## src/verilog/magnitude_pkg.sv

```systemverilog
package magnitude_pkg;

	// width of one gradient component, signed two's complement
	localparam int vec_w = 9;

	// sum of squares width, the largest sum 2*256*256 needs only 18 bits
	localparam int in_prec_default = 20;

	// root width, one root bit is produced per pipeline stage
	localparam int out_prec_default = 10;

	// one gradient sample as it enters the unit
	typedef struct packed {
		logic                    valid;
		logic signed [vec_w-1:0] x;
		logic signed [vec_w-1:0] y;
	} gradient_sample_t;

	// dominant direction of a gradient, in quarter turns from east
	typedef enum logic [1:0] {
		dir_east  = 2'd0,
		dir_north = 2'd1,
		dir_west  = 2'd2,
		dir_south = 2'd3
	} direction_t;

	// one registered result of the unit
	// edge_flag is set when the magnitude reaches the threshold level
	typedef struct packed {
		logic                        valid;
		logic [out_prec_default-1:0] magnitude;
		logic                        edge_flag;
		direction_t                  direction;
	} edge_result_t;

endpackage

```

## src/verilog/sum_of_squares.sv

```systemverilog
`timescale 1ns/1ps

module sum_of_squares #(
	parameter int IN_PREC = 20
) (
	input  logic                                  clk,
	input  logic                                  aclr,
	input  logic                                  clken,
	input  logic signed [magnitude_pkg::vec_w-1:0] x,
	input  logic signed [magnitude_pkg::vec_w-1:0] y,
	output logic [IN_PREC-1:0]                    sum
);

	// a square of a 9-bit signed value fits an 18-bit product
	localparam int PROD_W = 2 * magnitude_pkg::vec_w;

	logic signed [PROD_W-1:0] x_sq;
	logic signed [PROD_W-1:0] y_sq;
	logic [IN_PREC-1:0]       sum_next;

	// both operands are signed, so the multiply is a signed one
	// the squares are never negative, even for the most negative input
	assign x_sq = x * x;
	assign y_sq = y * y;

	// the products are zero extended to the sum width before the add
	// the add itself cannot overflow for any IN_PREC of 18 or more
	assign sum_next = IN_PREC'($unsigned(x_sq)) + IN_PREC'($unsigned(y_sq));

	// one register stage, it only advances on enabled cycles
	always_ff @(posedge clk or posedge aclr)
	begin
		if (aclr)
		begin
			sum <= '0;
		end
		else if (clken)
		begin
			sum <= sum_next;
		end
	end

endmodule

```

## src/verilog/root_pipeline.sv

```systemverilog
`timescale 1ns/1ps

module root_pipeline #(
	parameter int IN_PREC  = 20,
	parameter int OUT_PREC = 10
) (
	input  logic                clk,
	input  logic                aclr,
	input  logic                clken,
	input  logic [IN_PREC-1:0]  rad,
	output logic [OUT_PREC-1:0] root
);

	// each root bit consumes two radicand bits
	localparam int RAD_W = 2 * OUT_PREC;

	// the signed remainder needs two bits more than the root
	localparam int REM_W = OUT_PREC + 2;

	// the radicand is fitted to twice the root width
	// any bits above that would give root bits beyond OUT_PREC anyway
	logic [RAD_W-1:0] rad_fit;

	assign rad_fit = RAD_W'(rad);

	for (genvar s = 0; s < OUT_PREC; s++)
	begin : stage
		logic signed [REM_W-1:0] rem_in;
		logic [OUT_PREC-1:0]     root_in;
		logic [RAD_W-1:0]        rad_in;
		logic signed [REM_W-1:0] rem_shift;
		logic signed [REM_W-1:0] rem_next;
		logic [OUT_PREC-1:0]     root_next;
		logic signed [REM_W-1:0] rem_r;
		logic [OUT_PREC-1:0]     root_r;

		// the first stage starts from an empty remainder and root
		if (s == 0)
		begin : first
			assign rem_in  = '0;
			assign root_in = '0;
			assign rad_in  = rad_fit;
		end
		else
		begin : chain
			assign rem_in  = stage[s-1].rem_r;
			assign root_in = stage[s-1].root_r;
			assign rad_in  = stage[s-1].carry.rad_r;
		end

		// bring down the next two radicand bits, most significant first
		assign rem_shift = $signed({rem_in[REM_W-3:0], rad_in[RAD_W-1 -: 2]});

		// non-restoring step: a positive remainder tries a subtraction of 4q+1
		// while a negative one is corrected by adding 4q+3 instead
		always_comb
		begin
			if (rem_in[REM_W-1])
			begin
				rem_next = rem_shift + $signed({root_in, 2'b11});
			end
			else
			begin
				rem_next = rem_shift - $signed({root_in, 2'b01});
			end
		end

		// the new root bit is one when the remainder stayed non-negative
		assign root_next = {root_in[OUT_PREC-2:0], ~rem_next[REM_W-1]};

		always_ff @(posedge clk or posedge aclr)
		begin
			if (aclr)
			begin
				rem_r  <= '0;
				root_r <= '0;
			end
			else if (clken)
			begin
				rem_r  <= rem_next;
				root_r <= root_next;
			end
		end

		// unused radicand bits only travel on while a later stage needs them
		if (s < OUT_PREC - 1)
		begin : carry
			logic [RAD_W-1:0] rad_r;

			always_ff @(posedge clk or posedge aclr)
			begin
				if (aclr)
				begin
					rad_r <= '0;
				end
				else if (clken)
				begin
					rad_r <= rad_in << 2;
				end
			end
		end
	end

	// after the last stage the root holds floor(sqrt(rad))
	assign root = stage[OUT_PREC-1].root_r;

endmodule

```

## src/verilog/magnitude.sv

```systemverilog
`timescale 1ns/1ps

module magnitude #(
	parameter int IN_PREC  = 20,
	parameter int OUT_PREC = 10
) (
	input  logic                            clk,
	input  logic                            aclr,
	input  logic                            clken,
	input  magnitude_pkg::gradient_sample_t sample,
	output logic [OUT_PREC-1:0]             mag,
	output logic                            mag_valid
);

	// sum, squares_pipe, the root stages and the output register
	localparam int LATENCY = OUT_PREC + 3;

	logic [IN_PREC-1:0]  squares;
	logic [IN_PREC-1:0]  squares_pipe;
	logic [OUT_PREC-1:0] magnitude_w;
	logic [OUT_PREC-1:0] magnitude_pipe;
	logic [LATENCY-1:0]  valid_sr;

	sum_of_squares #(
		.IN_PREC(IN_PREC)
	) squares_inst (
		.clk  (clk),
		.aclr (aclr),
		.clken(clken),
		.x    (sample.x),
		.y    (sample.y),
		.sum  (squares)
	);

	root_pipeline #(
		.IN_PREC (IN_PREC),
		.OUT_PREC(OUT_PREC)
	) root_inst (
		.clk  (clk),
		.aclr (aclr),
		.clken(clken),
		.rad  (squares_pipe),
		.root (magnitude_w)
	);

	// register ahead of the root and register behind it
	// the valid strobe shifts alongside so it marks the matching magnitude
	always_ff @(posedge clk or posedge aclr)
	begin
		if (aclr)
		begin
			squares_pipe   <= '0;
			magnitude_pipe <= '0;
			valid_sr       <= '0;
		end
		else if (clken)
		begin
			squares_pipe   <= squares;
			magnitude_pipe <= magnitude_w;
			valid_sr       <= {valid_sr[LATENCY-2:0], sample.valid};
		end
	end

	assign mag       = magnitude_pipe;
	assign mag_valid = valid_sr[LATENCY-1];

endmodule

```

## src/verilog/edge_classifier.sv

```systemverilog
`timescale 1ns/1ps

module edge_classifier #(
	parameter int OUT_PREC = 10
) (
	input  logic                            clk,
	input  logic                            aclr,
	input  logic                            clken,
	input  magnitude_pkg::gradient_sample_t sample,
	input  logic [OUT_PREC-1:0]             mag,
	input  logic                            mag_valid,
	input  logic [OUT_PREC-1:0]             threshold,
	output magnitude_pkg::edge_result_t     result
);

	// the direction must wait as long as the magnitude path takes
	localparam int DEPTH = OUT_PREC + 3;

	// absolute values need no extra bit, since 256 still fits unsigned
	logic [magnitude_pkg::vec_w-1:0] abs_x;
	logic [magnitude_pkg::vec_w-1:0] abs_y;
	magnitude_pkg::direction_t       dir_in;
	magnitude_pkg::direction_t       dir_pipe [0:DEPTH-1];

	assign abs_x = sample.x[magnitude_pkg::vec_w-1] ? -sample.x : sample.x;
	assign abs_y = sample.y[magnitude_pkg::vec_w-1] ? -sample.y : sample.y;

	// the larger component wins, ties go to the horizontal axis
	always_comb
	begin
		if (abs_x >= abs_y)
		begin
			dir_in = sample.x[magnitude_pkg::vec_w-1] ? magnitude_pkg::dir_west
			                                          : magnitude_pkg::dir_east;
		end
		else
		begin
			dir_in = sample.y[magnitude_pkg::vec_w-1] ? magnitude_pkg::dir_south
			                                          : magnitude_pkg::dir_north;
		end
	end

	// delay line for the direction code, it holds with the rest of the pipe
	always_ff @(posedge clk or posedge aclr)
	begin
		if (aclr)
		begin
			for (int i = 0; i < DEPTH; i++)
			begin
				dir_pipe[i] <= magnitude_pkg::dir_east;
			end
		end
		else if (clken)
		begin
			dir_pipe[0] <= dir_in;
			for (int i = 1; i < DEPTH; i++)
			begin
				dir_pipe[i] <= dir_pipe[i-1];
			end
		end
	end

	// output register, threshold is sampled here as a plain level
	// an edge is only reported together with a valid magnitude
	always_ff @(posedge clk or posedge aclr)
	begin
		if (aclr)
		begin
			result <= '0;
		end
		else if (clken)
		begin
			result.valid     <= mag_valid;
			result.magnitude <= mag;
			result.edge_flag <= mag_valid && (mag >= threshold);
			result.direction <= dir_pipe[DEPTH-1];
		end
	end

endmodule

```

## src/verilog/gradient_magnitude_top.sv

```systemverilog
`timescale 1ns/1ps

module gradient_magnitude_top #(
	parameter int IN_PREC  = magnitude_pkg::in_prec_default,
	parameter int OUT_PREC = magnitude_pkg::out_prec_default
) (
	input  logic                            clk,
	input  logic                            aclr,
	input  logic                            clken,
	input  magnitude_pkg::gradient_sample_t sample,
	input  logic [OUT_PREC-1:0]             threshold,
	output magnitude_pkg::edge_result_t     result
);

	// magnitude of the sample, aligned with its valid strobe
	logic [OUT_PREC-1:0] mag_out;
	logic                mag_valid;

	magnitude #(
		.IN_PREC (IN_PREC),
		.OUT_PREC(OUT_PREC)
	) magnitude_inst (
		.clk      (clk),
		.aclr     (aclr),
		.clken    (clken),
		.sample   (sample),
		.mag      (mag_out),
		.mag_valid(mag_valid)
	);

	// the classifier sees the raw sample to find the direction early
	edge_classifier #(
		.OUT_PREC(OUT_PREC)
	) classifier_inst (
		.clk      (clk),
		.aclr     (aclr),
		.clken    (clken),
		.sample   (sample),
		.mag      (mag_out),
		.mag_valid(mag_valid),
		.threshold(threshold),
		.result   (result)
	);

endmodule

```

## config.mk

```make
export PLATFORM = sky130hd
export DESIGN_NAME = gradient_magnitude_top
export DESIGN_NICKNAME = d
export VERILOG_FILES = /design/src/verilog/magnitude_pkg.sv /design/src/verilog/sum_of_squares.sv /design/src/verilog/root_pipeline.sv /design/src/verilog/magnitude.sv /design/src/verilog/edge_classifier.sv /design/src/verilog/gradient_magnitude_top.sv
export SDC_FILE = /design/constraint.sdc
export NUM_CORES = 1
export LEC_CHECK = 0
export ABC_CLOCK_PERIOD_IN_PS = 9800
export BUFFER_PORTS_ARGS = -buffer_cell sky130_fd_sc_hd__buf_2
export CAP_MARGIN = 10
export CORE_UTILIZATION = 35
export CTS_CLUSTER_SIZE = 12
export DETAILED_ROUTE_END_ITERATION = 6
export MAX_ROUTING_LAYER = met4
export PLACE_DENSITY = 0.55
export SLEW_MARGIN = 5
export SYNTH_ARGS = -nofsm -noshare
export SYNTH_HDL_FRONTEND = slang
export SYNTH_SLANG_ARGS = --single-unit
export TNS_END_PERCENT = 1
```

## constraint.sdc

```tcl
create_clock -name clk -period 9.8 [get_ports clk]
set_input_delay 0.98 -clock clk [delete_from_list [all_inputs] [get_ports clk]]
set_output_delay 0.98 -clock clk [all_outputs]
set_load 0.01 [all_outputs]
```

# Word-level counts from Yosys, hierarchy flattened
# Index checks and enable logic that the tools add are counted.
[word_totals]
output_inout_bits = 14
ff_bits = 356
[op_classes]
muxes = 14
mul = 2
n_bitwise = 10
addsub = 22
reduce_logical = 1
order_cmp = 2
[op_table]
columns = ["op", "n"]
rows = [
  ["two-way mux 12 bit", 9],
  ["multiplier 9 x 9 -> 18 bit", 2],
  ["adder 18 x 18 -> 19 bit", 1],
  ["two-way mux 9 bit", 2],
  ["negator 9 bit", 2],
  ["adder 12 x 10 -> 12 bit", 1],
  ["adder 12 x 11 -> 12 bit", 1],
  ["adder 12 bit", 1],
  ["adder 12 x 4 -> 12 bit", 1],
  ["adder 12 x 5 -> 12 bit", 1],
  ["adder 12 x 6 -> 12 bit", 1],
  ["adder 12 x 7 -> 12 bit", 1],
  ["adder 12 x 8 -> 12 bit", 1],
  ["adder 12 x 9 -> 12 bit", 1],
  ["subtractor 12 x 10 -> 12 bit", 1],
  ["subtractor 12 x 11 -> 12 bit", 1],
  ["subtractor 12 bit", 1],
  ["subtractor 12 x 4 -> 12 bit", 1],
  ["subtractor 12 x 5 -> 12 bit", 1],
  ["subtractor 12 x 6 -> 12 bit", 1],
  ["subtractor 12 x 7 -> 12 bit", 1],
  ["subtractor 12 x 8 -> 12 bit", 1],
  ["subtractor 12 x 9 -> 12 bit", 1],
  ["greater-or-equal comparator 10 bit", 1],
  ["other kinds (5)", 16],
]

# Logic depth before layout (Yosys ltp)
# Gate-level depths: netlist of run 1.
[depth]
ltp_word = 4
ltp_mapped = 26

# By module
# From an unflattened synthesis of run 1, not the netlist that was laid out.
[unflattened]
hier_cells = 2153
area_unflattened_um2 = 23328.6
[by_module_without_submodules]
columns = ["module", "n_inst", "cells_each", "seq_area_each_um2", "area_per_inst_um2"]
rows = [
  ["root_pipeline", 1, 1095, 5805.6, 12280.5],
  ["sum_of_squares", 1, 775, 475.5, 7004.2],
  ["edge_classifier", 1, 191, 1001.0, 2238.4],
  ["magnitude", 1, 92, 1076.0, 1805.5],
]

# Least setup slack after synthesis of run 1
# No wires, ideal clock.
[synth_timing]
path_kind = "input to register"
start = "input port sample[16] in the netlist's numbering"
end = "register magnitude_inst.squares_inst.sum[17]"
setup_ns = 0.125
slack_ns = 2.936
path_buffers = 1
arrival_ns = 6.739
cell_stages = 25
required_ns = 9.675
cell_sequence = "clkbuf_1 inv_1 nor2_1 inv_1 fa_1 inv_1 fa_1 fa_1 fa_1 fa_1 ha_1 o21a_1 o31a_1 o31ai_1 nand2b_1 a211oi_1 nor2_1 ha_1 nand2_1 nor2_1 a211oi_1 o21bai_1 a211oi_2 xnor2_1 mux2_4"
[synth_between]
elab_chain_len = 2
[synth_rtl]
columns = ["element", "line_no", "text"]
rows = [
  ["from (decl)", "gradient_magnitude_top.sv:10", "input magnitude_pkg::gradient_sample_t sample,"],
  ["multiplier 9 x 9 -> 18 bit", "sum_of_squares.sv:23", "assign x_sq = x * x;"],
  ["adder 18 x 18 -> 19 bit", "sum_of_squares.sv:28", "assign sum_next = IN_PREC'($unsigned(x_sq)) + IN_PREC'($unsigned(y_sq));"],
  ["to (signal assigned)", "sum_of_squares.sv:39", "sum <= sum_next;"],
  ["to (decl)", "sum_of_squares.sv:11", "output logic [IN_PREC-1:0] sum"],
]
# No other way between the ends.
# A chain may end at the register's enable or synchronous reset.

# Final worst setup path of run 1
[layout_timing]
start = "input port sample[1] in the netlist's numbering"
end = "register magnitude_inst.squares_inst.sum[18]"
[layout_between]
elab_chain_len = 2
[layout_rtl]
columns = ["element", "line_no", "text"]
rows = [
  ["multiplier 9 x 9 -> 18 bit", "sum_of_squares.sv:24", "assign y_sq = y * y;"],
  ["adder 18 x 18 -> 19 bit", "sum_of_squares.sv:28", ""],
]
# No other way between the ends.

==> impl_metrics.env, run 1 <==
export IMPL_status="completed"
export IMPL_path_max_fanout=12
export IMPL_cts_tree="yes"
export IMPL_postCtsHoldBufs=0
export IMPL_cts_setup_buffers=0
export IMPL_synth_most_common_cell="dfrtp_1"
export IMPL_rsz0062_at_grt="false"
export IMPL_timing_rr_start="magnitude_inst.root_inst.stage[7].rem_r[11]"
export IMPL_synth_simple_area_share_pct=6.64
export IMPL_fin_util_pct=39.3
export IMPL_postSynthCellCount=1978
export IMPL_end_kind="register"
export IMPL_seq_area_frac_synth_pct=37.3
export IMPL_die_area_sq_mm=0.0641
export IMPL_h_tree_depth=2
export IMPL_die_x_um=253
export IMPL_first_global_vias=14300
export IMPL_fin_tns_setup_ns=0
export IMPL_syn_area_per_cell_sq_um=11.2
export IMPL_cts_root_buf="clkbuf_16"
export IMPL_wl_per_cell_um=14.8
export IMPL_finish_net_count=2345
export IMPL_port_buffer_count=45
export IMPL_synth_top_family_by_area="adder cells"
export IMPL_drv_slew=0
export IMPL_diodes=0
export IMPL_worst_pin_slew_ns=1.22
export IMPL_synth_area_leaders="dfrtp_1, mux2_2, ha_1, fa_1, xnor2_1"
export IMPL_grt_max_degree=204
export IMPL_areaGrowthSynthToFinish_pct=10.3
export IMPL_holdCritPathClass="in2async"
export IMPL_grt_pass1_wl_um=72900
export IMPL_worst_ep_arrival_time_ns=7.10
export IMPL_maxCapViolCount=0
export IMPL_antenna_found_initial=0
export IMPL_placed_cells=2796
export IMPL_cts_buffers=38
export IMPL_cts_sink_count=329
export IMPL_synth_compound_area_share_pct=9.23
export IMPL_drc=0
export IMPL_first_pass_iters=6
export IMPL_synth_edff_count=0
export IMPL_route_antenna_remaining_nets=0
export IMPL_grt_overflow=0
export IMPL_clock_path_buffers=3
export IMPL_rows=91
export IMPL_drt_iter0_drc=608
export IMPL_synth_async_sr_flop_share_pct=100
export IMPL_die_h_um=253
export IMPL_synthMuxAreaShare_pct=13.6
export IMPL_yosysUniqueCellTypes=63
export IMPL_drt_wl_total_um=42400
export IMPL_crit_type="in2reg"
export IMPL_start_util_pct=35.6
export IMPL_critPathLaunchType="primary input"
export IMPL_setup_viol=0
export IMPL_ys_seq_elements=329
export IMPL_grtUsageTotal_pct=14.3
export IMPL_critPathRequiredTime_ns=10.21
export IMPL_num_vias=13700
export IMPL_yosysWarnings=0
export IMPL_syn_area_sq_mm=0.0221
export IMPL_drive_gt1_share_pct=19.6
export IMPL_cts_repair_resized=0
export IMPL_post_route_period_util_pct=68.3
export IMPL_synth_commonest_cells="dfrtp_1, mux2_2, inv_1"
export IMPL_gp_congestion=0.856
export IMPL_hold_viol=0
export IMPL_synth_adder_area_share_pct=21.8
export IMPL_synth_top_area_cell="dfrtp_1"
export IMPL_synth_flop_cell="dfrtp_1"
export IMPL_syn_nets=2324
export IMPL_synth_top_area_share_pct=37.3
export IMPL_fin_worst_skew_ns=0.0207
export IMPL_cts_clk_slew_worst_paths_ns=0.05
export IMPL_fin_crit_ns=6.69
export IMPL_vias_per_cell=4.79
export IMPL_final_cells=2859
export IMPL_dp_hpwl_um=31100
export IMPL_max_slew_margin_rel_pct=18.8
export IMPL_synth_xor_area_share_pct=6.58
export IMPL_clock_latency_ns=0.54
export IMPL_crit_start="sample[1]"
export IMPL_ios=46
export IMPL_max_freq_mhz=149
export IMPL_coreArea_sq_mm=0.0621
-- worst paths after layout --
kind | cells past startpoint | slack (ns) | end
min in group clk | 1 | 0.47 | magnitude_inst.root_inst.stage[0].rem_r[10]
max in group asynchronous | 4 | 7.33 | magnitude_inst.root_inst.stage[3].rem_r[8]
hold reg to reg | 1 | 0.47 | magnitude_inst.root_inst.stage[0].rem_r[10]
hold / removal | 2 | 0.33 | magnitude_inst.root_inst.stage[4].rem_r[8]
setup / recovery | 23 | 3.11 | magnitude_inst.squares_inst.sum[18]
setup reg to reg | 9 | 6.83 | magnitude_inst.root_inst.stage[8].root_r[0]
-- per-stage QoR --
step	setup slack, ns	hold WS [ns]	instance area, sq um
6_report	3.11	0.334	24400
5_1_grt	2.62	0.309	24400
4_1_cts	3.12	0.307	24400
3_5_place_dp	2.55	0.466	23200
3_3_place_gp	2.66	0.460	23200
2_1_floorplan	2.94	0.437	22100
-- cell families (layout without fill, tap and decap cells) --
kind of cell	after synthesis	count (layout)
buffers and inverters	286	330
AOI/OAI and AO/OA	315	315
adders and majority gates	314	314
DFF	329	329
xor gates and xnor gates	166	166
and+or+nand+nor	300	300
muxes	268	268
-- final cells by class --
| class | count | area [sq um] |
|---|---|---|
| fill | 6050 | 37700 |
| sequential | 329 | 8230 |
| tap | 837 | 1050 |
| clock inverter | 8 | 57.6 |
| multi-input combinational | 1363 | 12800 |
| clock buffer | 55 | 1140 |
| timing repair buffer | 51 | 305 |
| inverter | 216 | 815 |
-- flip-flops by register name, summed over array words and instances, names as in the netlist, 13 cells and up --
register and cells:
magnitude_inst.root_inst.stage.carry.rad_r 90, classifier_inst.result 14, magnitude_inst.squares_pipe 19, magnitude_inst.root_inst.stage.rem_r 83, classifier_inst.dir_pipe 26, magnitude_inst.root_inst.stage.root_r 45, magnitude_inst.valid_sr 13, magnitude_inst.squares_inst.sum 19
-- placed cells by master, fill, tap and decap left out, types with 11 or more instances in the layout --
cell type / n
nor2_1: 69
xnor2_1: 135
a21oi_1: 70
and2_1: 12
nor2b_1: 30
clkbuf_16: 39
nand2_1: 110
a21o_1: 34
xor2_1: 31
dfrtp_1: 329
nand3b_1: 11
nand2b_1: 19
o21a_1: 32
buf_2: 44
fa_1: 117
o21ai_0: 87
inv_1: 214
mux2_2: 260
ha_1: 197
a211oi_1: 13
-- worst max-delay path: stages --
cell and delay, ns:
buf_2 0.22, inv_1 0.13, nor2_1 0.21, inv_1 0.09
fa_1 0.51, inv_1 0.05, fa_1 0.51, fa_1 0.45
fa_1 0.58, fa_1 0.45, ha_1 0.37, o21a_1 0.21
o31a_1 0.14, o31ai_2 0.26, a21oi_1 0.13, or2_2 0.30
a21oi_1 0.18, xnor2_1 0.17, ha_1 0.31, a21o_1 0.19
a2111oi_0 0.40, o21ai_1 0.13, o311a_1 0.14
-- routing by layer --
layer	wire length [um]	track usage, %
met4	794	3.64
met2	19600	22.4
met5	0	-
met3	1020	1.95
met1	20900	19.3
Power of run 1 is left out: the tool's default activity adds up to more than one toggle a clock period on the data nets, which glitch-free logic cannot reach.
==> inputs of run 2 (changes only) <==
--- a/config.mk
+++ b/config.mk
@@ -5,14 +5,15 @@
 export SDC_FILE = /design/constraint.sdc
 export NUM_CORES = 1
 export LEC_CHECK = 0
-export ABC_CLOCK_PERIOD_IN_PS = 9800
+export ABC_AREA = 1
+export ABC_CLOCK_PERIOD_IN_PS = 6550
 export BUFFER_PORTS_ARGS = -buffer_cell sky130_fd_sc_hd__buf_2
 export CAP_MARGIN = 10
 export CORE_UTILIZATION = 35
 export CTS_CLUSTER_SIZE = 12
 export DETAILED_ROUTE_END_ITERATION = 6
 export MAX_ROUTING_LAYER = met4
-export PLACE_DENSITY = 0.55
+export PLACE_DENSITY = 0.54
 export SLEW_MARGIN = 5
 export SYNTH_ARGS = -nofsm -noshare
 export SYNTH_HDL_FRONTEND = slang
==> constraint.sdc (replaced) <==
create_clock -name clk -period 6.55 [get_ports clk]
set_input_delay 0.655 -clock clk [delete_from_list [all_inputs] [get_ports clk]]
set_output_delay 0.655 -clock clk [all_outputs]
set_load 0.01 [all_outputs]
==> run 2 against run 1 <==
Net effect: the run now ends with design-rule violations left; worst setup slack got worse by 2.2 ns; sequential share of layout area shrank 1.7 points; core utilization is 0.35 points lower; critical endpoint is now magnitude_inst.squares_inst.sum[17].
==> impl_metrics.env, run 2 <==
export IMPL_drv_slew=0
export IMPL_final_cells=3855
export IMPL_crit_type="in2reg"
export IMPL_areaGrowthSynthToFinish_pct=9.59
export IMPL_slowest_delay_ns=0.57
export IMPL_timing_rr_start="magnitude_inst.root_inst.stage[6].rem_r[11]"
export IMPL_h_tree_depth=2
export IMPL_grt_max_degree=229
export IMPL_gp_congestion=0.851
export IMPL_hold_viol=0
export IMPL_drt_wl_total_um=49400
export IMPL_critPathLaunchType="primary input"
export IMPL_yosysWarnings=0
export IMPL_fin_util_pct=38.9
export IMPL_multi_input_area_sq_mm=0.0130
export IMPL_grt_overflow=0
export IMPL_synth_flop_cell="dfrtp_1"
export IMPL_cts_buffers=39
export IMPL_diodes=0
export IMPL_synth_area_leaders="dfrtp_1, nand2_1, ha_1, fa_1, inv_1"
export IMPL_placed_cells=3785
export IMPL_postSynthCellCount=2962
export IMPL_grtUsageTotal_pct=15.6
export IMPL_cts_sink_count=329
export IMPL_yosysUniqueCellTypes=38
export IMPL_antenna_found_initial=0
export IMPL_coreArea_sq_mm=0.0660
export IMPL_maxCapViolCount=0
export IMPL_first_pass_iters=6
export IMPL_die_x_um=261
export IMPL_use_met3_pct=1.87
export IMPL_fin_tns_setup_ns=0
export IMPL_worst_hold_slack_ns=0.310
export IMPL_synth_commonest_cells="nand2_1, inv_1, dfrtp_1"
export IMPL_vias_per_cell=4.55
export IMPL_rows=94
export IMPL_rsz0062_at_grt="false"
export IMPL_drt_iter0_drc=1089
export IMPL_grt_pass1_wl_um=85100
export IMPL_post_route_period_util_pct=86.6
export IMPL_dp_hpwl_um=36100
export IMPL_status="finished with violations"
export IMPL_holdCritPathClass="in2async"
export IMPL_synth_edff_count=0
export IMPL_seq_area_frac_synth_pct=35.1
export IMPL_num_vias=17500
export IMPL_path_max_fanout=16
export IMPL_largest_register_ffs=90
export IMPL_fin_crit_ns=5.67
export IMPL_start_util_pct=35.5
export IMPL_clock_latency_ns=0.55
export IMPL_cts_clk_slew_worst_paths_ns=0.06
export IMPL_seqCellArea_sq_mm=0.00823
export IMPL_max_slew_margin_rel_pct=40.0
export IMPL_crit_start="sample[17]"
export IMPL_final_common_cell="nand2_1"
export IMPL_grtUsageMet1_pct=20.8
export IMPL_synth_top_area_cell="dfrtp_1"
export IMPL_synth_most_common_cell="nand2_1"
export IMPL_die_area_sq_mm=0.0680
export IMPL_violations="design-rule violations"
export IMPL_port_buffer_count=45
export IMPL_worst_pin_slew_ns=0.899
export IMPL_wl_per_cell_um=12.8
export IMPL_nFillCells=6900
export IMPL_syn_area_sq_mm=0.0234
export IMPL_syn_area_per_cell_sq_um=7.91
export IMPL_cpMaxStageDelayCell="fa_1"
export IMPL_syn_nets=3308
export IMPL_finish_net_count=3308
export IMPL_setup_viol=0
export IMPL_route_antenna_remaining_nets=0
export IMPL_die_h_um=261
export IMPL_postCtsHoldBufs=0
export IMPL_reg_top3="magnitude_inst.root_inst.stage.carry.rad_r (90), magnitude_inst.root_inst.stage.rem_r (83), magnitude_inst.root_inst.stage.root_r (45)"
export IMPL_clock_path_buffers=3
export IMPL_cts_root_buf="clkbuf_16"
export IMPL_final_cell_mix="nand2_1, inv_1, dfrtp_1"
export IMPL_critPathRequiredTime_ns=6.98
export IMPL_synth_async_sr_flop_share_pct=100
export IMPL_end_kind="register"
export IMPL_top_register="magnitude_inst.root_inst.stage.carry.rad_r"
export IMPL_worst_ep_arrival_time_ns=6.10
export IMPL_gr_max_usage_layer="met2"
export IMPL_fin_worst_skew_ns=0.0194
export IMPL_ys_seq_elements=329
export IMPL_grt_util_met2_pct=25.4
export IMPL_max_freq_mhz=176
export IMPL_synth_top_area_share_pct=35.1
export IMPL_cts_tree="yes"
export IMPL_cts_setup_buffers=0
export IMPL_ios=46
export IMPL_crit_top_cell="nand2_1"
export IMPL_cts_repair_resized=0
export IMPL_drive_gt1_share_pct=4.78
export IMPL_drc=1
export IMPL_first_global_vias=17300
-- run 2: changes by cell type after synthesis, moves of 67 or more --
cell,previous run,this run
nand2_1,110,939
mux2_2,260,0
inv_1,215,456
o21ai_0,87,212
nand3_1,5,114
nor2_1,69,136
-- run 2: final timing paths --
kind | to | slack (ns) | cells after the start
max in group asynchronous | classifier_inst.dir_pipe[19] | 4.94 | 4
max | magnitude_inst.squares_inst.sum[17] | 0.88 | 29
min in group clk | magnitude_inst.valid_sr[0] | 0.33 | 3
max reg2reg | magnitude_inst.root_inst.stage[7].root_r[0] | 4.34 | 10
min | classifier_inst.result[4] | 0.31 | 3
min reg2reg | magnitude_inst.root_inst.stage[1].rem_r[0] | 0.46 | 1
-- run 2: logic make-up (layout without fill, tap and decap cells) --
logic type / Yosys count / count (layout) / synth area share (%)
xor gates and xnor gates: 116 / 116 / 4.33
and+or+nand+nor: 1259 / 1259 / 21.6
adders and majority gates: 314 / 314 / 20.5
buffers and inverters: 561 / 590 / 9.61
DFF: 329 / 329 / 35.1
AOI/OAI and AO/OA: 383 / 383 / 8.83
-- run 2: layer usage --
layer	routed length, um	share of wire (%)
met1	24700	50
met2	22900	46
met3	1070	2.2
met4	750	1.5
met5	0	0
-- run 2: per-stage QoR --
stage          area, sq um  setup slack [ns]
2_1_floorplan        23400             0.814
3_3_place_gp         24400             0.327
3_5_place_dp         24400             0.322
4_1_cts              25700             0.890
5_1_grt              25700             0.454
6_report             25700             0.878
-- run 2: layout make-up --
type / instances / share of cell area (%)
tap: 864 / 4.21
timing repair buffer: 58 / 1.49
clock buffer: 54 / 4.29
inverter: 462 / 6.82
clock inverter: 16 / 0.711
sequential: 329 / 32.1
multi-input combinational: 2072 / 50.4
-- run 2: critical path, delay by kind of cell --
kind | cells | cell delay (ns)
buf+inv | 5 | 0.62
simple gates | 17 | 1.43
fa+ha+maj | 7 | 3.38
Power of run 2 is left out for the same reason.
==> inputs of run 3 (changes only) <==
--- a/config.mk
+++ b/config.mk
@@ -9,11 +9,11 @@
 export ABC_CLOCK_PERIOD_IN_PS = 6550
 export BUFFER_PORTS_ARGS = -buffer_cell sky130_fd_sc_hd__buf_2
 export CAP_MARGIN = 10
-export CORE_UTILIZATION = 35
+export CORE_UTILIZATION = 45
 export CTS_CLUSTER_SIZE = 12
 export DETAILED_ROUTE_END_ITERATION = 6
 export MAX_ROUTING_LAYER = met4
-export PLACE_DENSITY = 0.54
+export PLACE_DENSITY = 0.64
 export SLEW_MARGIN = 5
 export SYNTH_ARGS = -nofsm -noshare
 export SYNTH_HDL_FRONTEND = slang
==> constraint.sdc (replaced) <==
create_clock -name clk -period 6.55 [get_ports clk]
set_input_delay 0.3275 -clock clk [delete_from_list [all_inputs] [get_ports clk]]
set_output_delay 0.3275 -clock clk [all_outputs]
set_load 0.01 [all_outputs]
==> run 3 against run 2 <==
Net effect: the flow now finishes without violations; sequential share of layout area up 0.40 points; flip-flop and latch count unchanged; non-clock buffer count down 1; register-to-register slack better by 0.02 ns; core utilization up 10 points; global-route usage up 4.7 points; critical endpoint is now magnitude_inst.squares_inst.sum[18]; highest routed layer unchanged.
==> impl_metrics.env, run 3 (synthesis gave the netlist of run 2 again) <==
export IMPL_maxCapViolCount=0
export IMPL_clock_path_buffers=3
export IMPL_cts_tree="yes"
export IMPL_critical_path_depth=28
export IMPL_drv_slew=0
export IMPL_worst_pin_slew_ns=0.966
export IMPL_crit_type="in2reg"
export IMPL_dp_hpwl_um=38200
export IMPL_crit_family="adder cells"
export IMPL_drt_iter0_drc=988
export IMPL_ios=46
export IMPL_start_util_pct=45.6
export IMPL_cts_setup_buffers=0
export IMPL_reg_top3="magnitude_inst.root_inst.stage.carry.rad_r (90), magnitude_inst.root_inst.stage.rem_r (83), magnitude_inst.root_inst.stage.root_r (45)"
export IMPL_die_x_um=230
export IMPL_die_area_sq_mm=0.0530
export IMPL_die_h_um=230
export IMPL_grt_max_degree=147
export IMPL_final_common_cell="nand2_1"
export IMPL_cts_repair_resized=0
export IMPL_worst_hold_slack_ns=0.187
export IMPL_critPathLaunchType="primary input"
export IMPL_fin_ws_ns=0.988
export IMPL_critPathRequiredTime_ns=6.99
export IMPL_grt_overflow=0
export IMPL_port_buffer_count=45
export IMPL_crit_start="sample[8]"
export IMPL_max_freq_mhz=180
export IMPL_rows=83
export IMPL_grt_util_met2_pct=33.9
export IMPL_fin_tns_setup_ns=0
export IMPL_areaGrowthSynthToFinish_pct=8.22
export IMPL_h_tree_depth=2
export IMPL_largest_register_ffs=90
export IMPL_ff2ff_setup_slack_ns=4.36
export IMPL_clock_latency_ns=0.55
export IMPL_placed_cells=3598
export IMPL_critPathBufInv=8
export IMPL_worst_ep_arrival_time_ns=6.00
export IMPL_route_antenna_remaining_nets=0
export IMPL_diodes=0
export IMPL_postCtsHoldBufs=2
export IMPL_holdCritPathClass="in2reg"
export IMPL_path_max_fanout=14
export IMPL_antenna_found_initial=0
export IMPL_status="completed"
export IMPL_reg2reg_to="magnitude_inst.root_inst.stage[8].root_r[0]"
export IMPL_slowest_delay_ns=0.71
export IMPL_coreArea_sq_mm=0.0514
export IMPL_wl_per_cell_um=13.8
export IMPL_grtUsageMet1_pct=25.6
export IMPL_grt_pass1_wl_um=86900
export IMPL_hold_viol=0
export IMPL_nFillCells=5011
export IMPL_drc=0
export IMPL_crit_end="magnitude_inst.squares_inst.sum[18]"
export IMPL_timing_rr_start="magnitude_inst.root_inst.stage[7].rem_r[11]"
export IMPL_use_met3_pct=2.34
export IMPL_first_pass_iters=5
export IMPL_cts_sink_count=329
export IMPL_post_place_ws_ns=0.437
export IMPL_cts_buffers=37
export IMPL_drive_gt1_share_pct=4.49
export IMPL_rsz0062_at_grt="false"
export IMPL_max_slew_margin_rel_pct=35.6
export IMPL_post_route_period_util_pct=84.9
export IMPL_end_kind="register"
export IMPL_setup_viol=0
export IMPL_reg2reg_depth=10
export IMPL_final_cell_mix="nand2_1, inv_1, dfrtp_1"
export IMPL_gr_max_usage_layer="met2"
export IMPL_num_vias=18100
export IMPL_finish_net_count=3305
export IMPL_final_cells=3663
export IMPL_cts_root_buf="clkbuf_16"
export IMPL_first_global_vias=18100
export IMPL_drt_wl_total_um=50400
export IMPL_vias_per_cell=4.94
export IMPL_top_register="magnitude_inst.root_inst.stage.carry.rad_r"
export IMPL_fin_worst_skew_ns=0.0105
export IMPL_grtUsageTotal_pct=20.3
export IMPL_cpMaxStageDelayCell="fa_1"
export IMPL_cts_clk_slew_worst_paths_ns=0.05
export IMPL_fin_crit_ns=5.56
export IMPL_gp_congestion=0.870
export IMPL_hold_start="clken"
-- run 3: tightest hold or removal path: stages --
cell and delay, ns:
buf_8 0.18, nand2_1 0.09, o21ai_0 0.07
-- run 3: worst min path at each step --
stage	cells after the start	slack [ns]	to
2_1_floorplan	1	0.44	magnitude_inst.root_inst.stage[1].rem_r[0]
3_3_place_gp	1	0.45	magnitude_inst.root_inst.stage[1].rem_r[0]
3_5_place_dp	1	0.45	magnitude_inst.root_inst.stage[1].rem_r[0]
4_1_cts	3	0.16	classifier_inst.dir_pipe[5]
5_1_grt	3	0.20	classifier_inst.result[1]
6_report	3	0.19	magnitude_inst.root_inst.stage[6].root_r[3]
-- run 3: layer usage --
layer  routed length [um]  up-vias  part of all wire [%]
li1                     -     9223                     -
met3                 1430       89                   2.8
met1                22900     8536                    46
met4                 1480        0                   2.9
met2                24600      246                    49
met5                    0        -                     0
-- run 3: through the flow --
step | area (sq um) | utilization, %
after floorplan | 23400 | -
after global placement | 24100 | 46.9
after detailed placement | 24100 | 46.9
after CTS | 25400 | 49.3
after global routing | 25400 | 49.3
final | 25400 | 49.3
-- run 3: layout make-up --
class                           instances  area (sq um)  share of cell area (%)
Multi-Input combinational cell       2072         13000                    51.1
Sequential cell                       329          8230                    32.5
Inverter                              462          1750                    6.90
Clock buffer                           52          1070                    4.23
Tap cell                              680           851                    3.35
Timing Repair Buffer                   57           343                    1.35
Clock inverter                         11           161                   0.636
Power of run 3 is left out for the same reason.
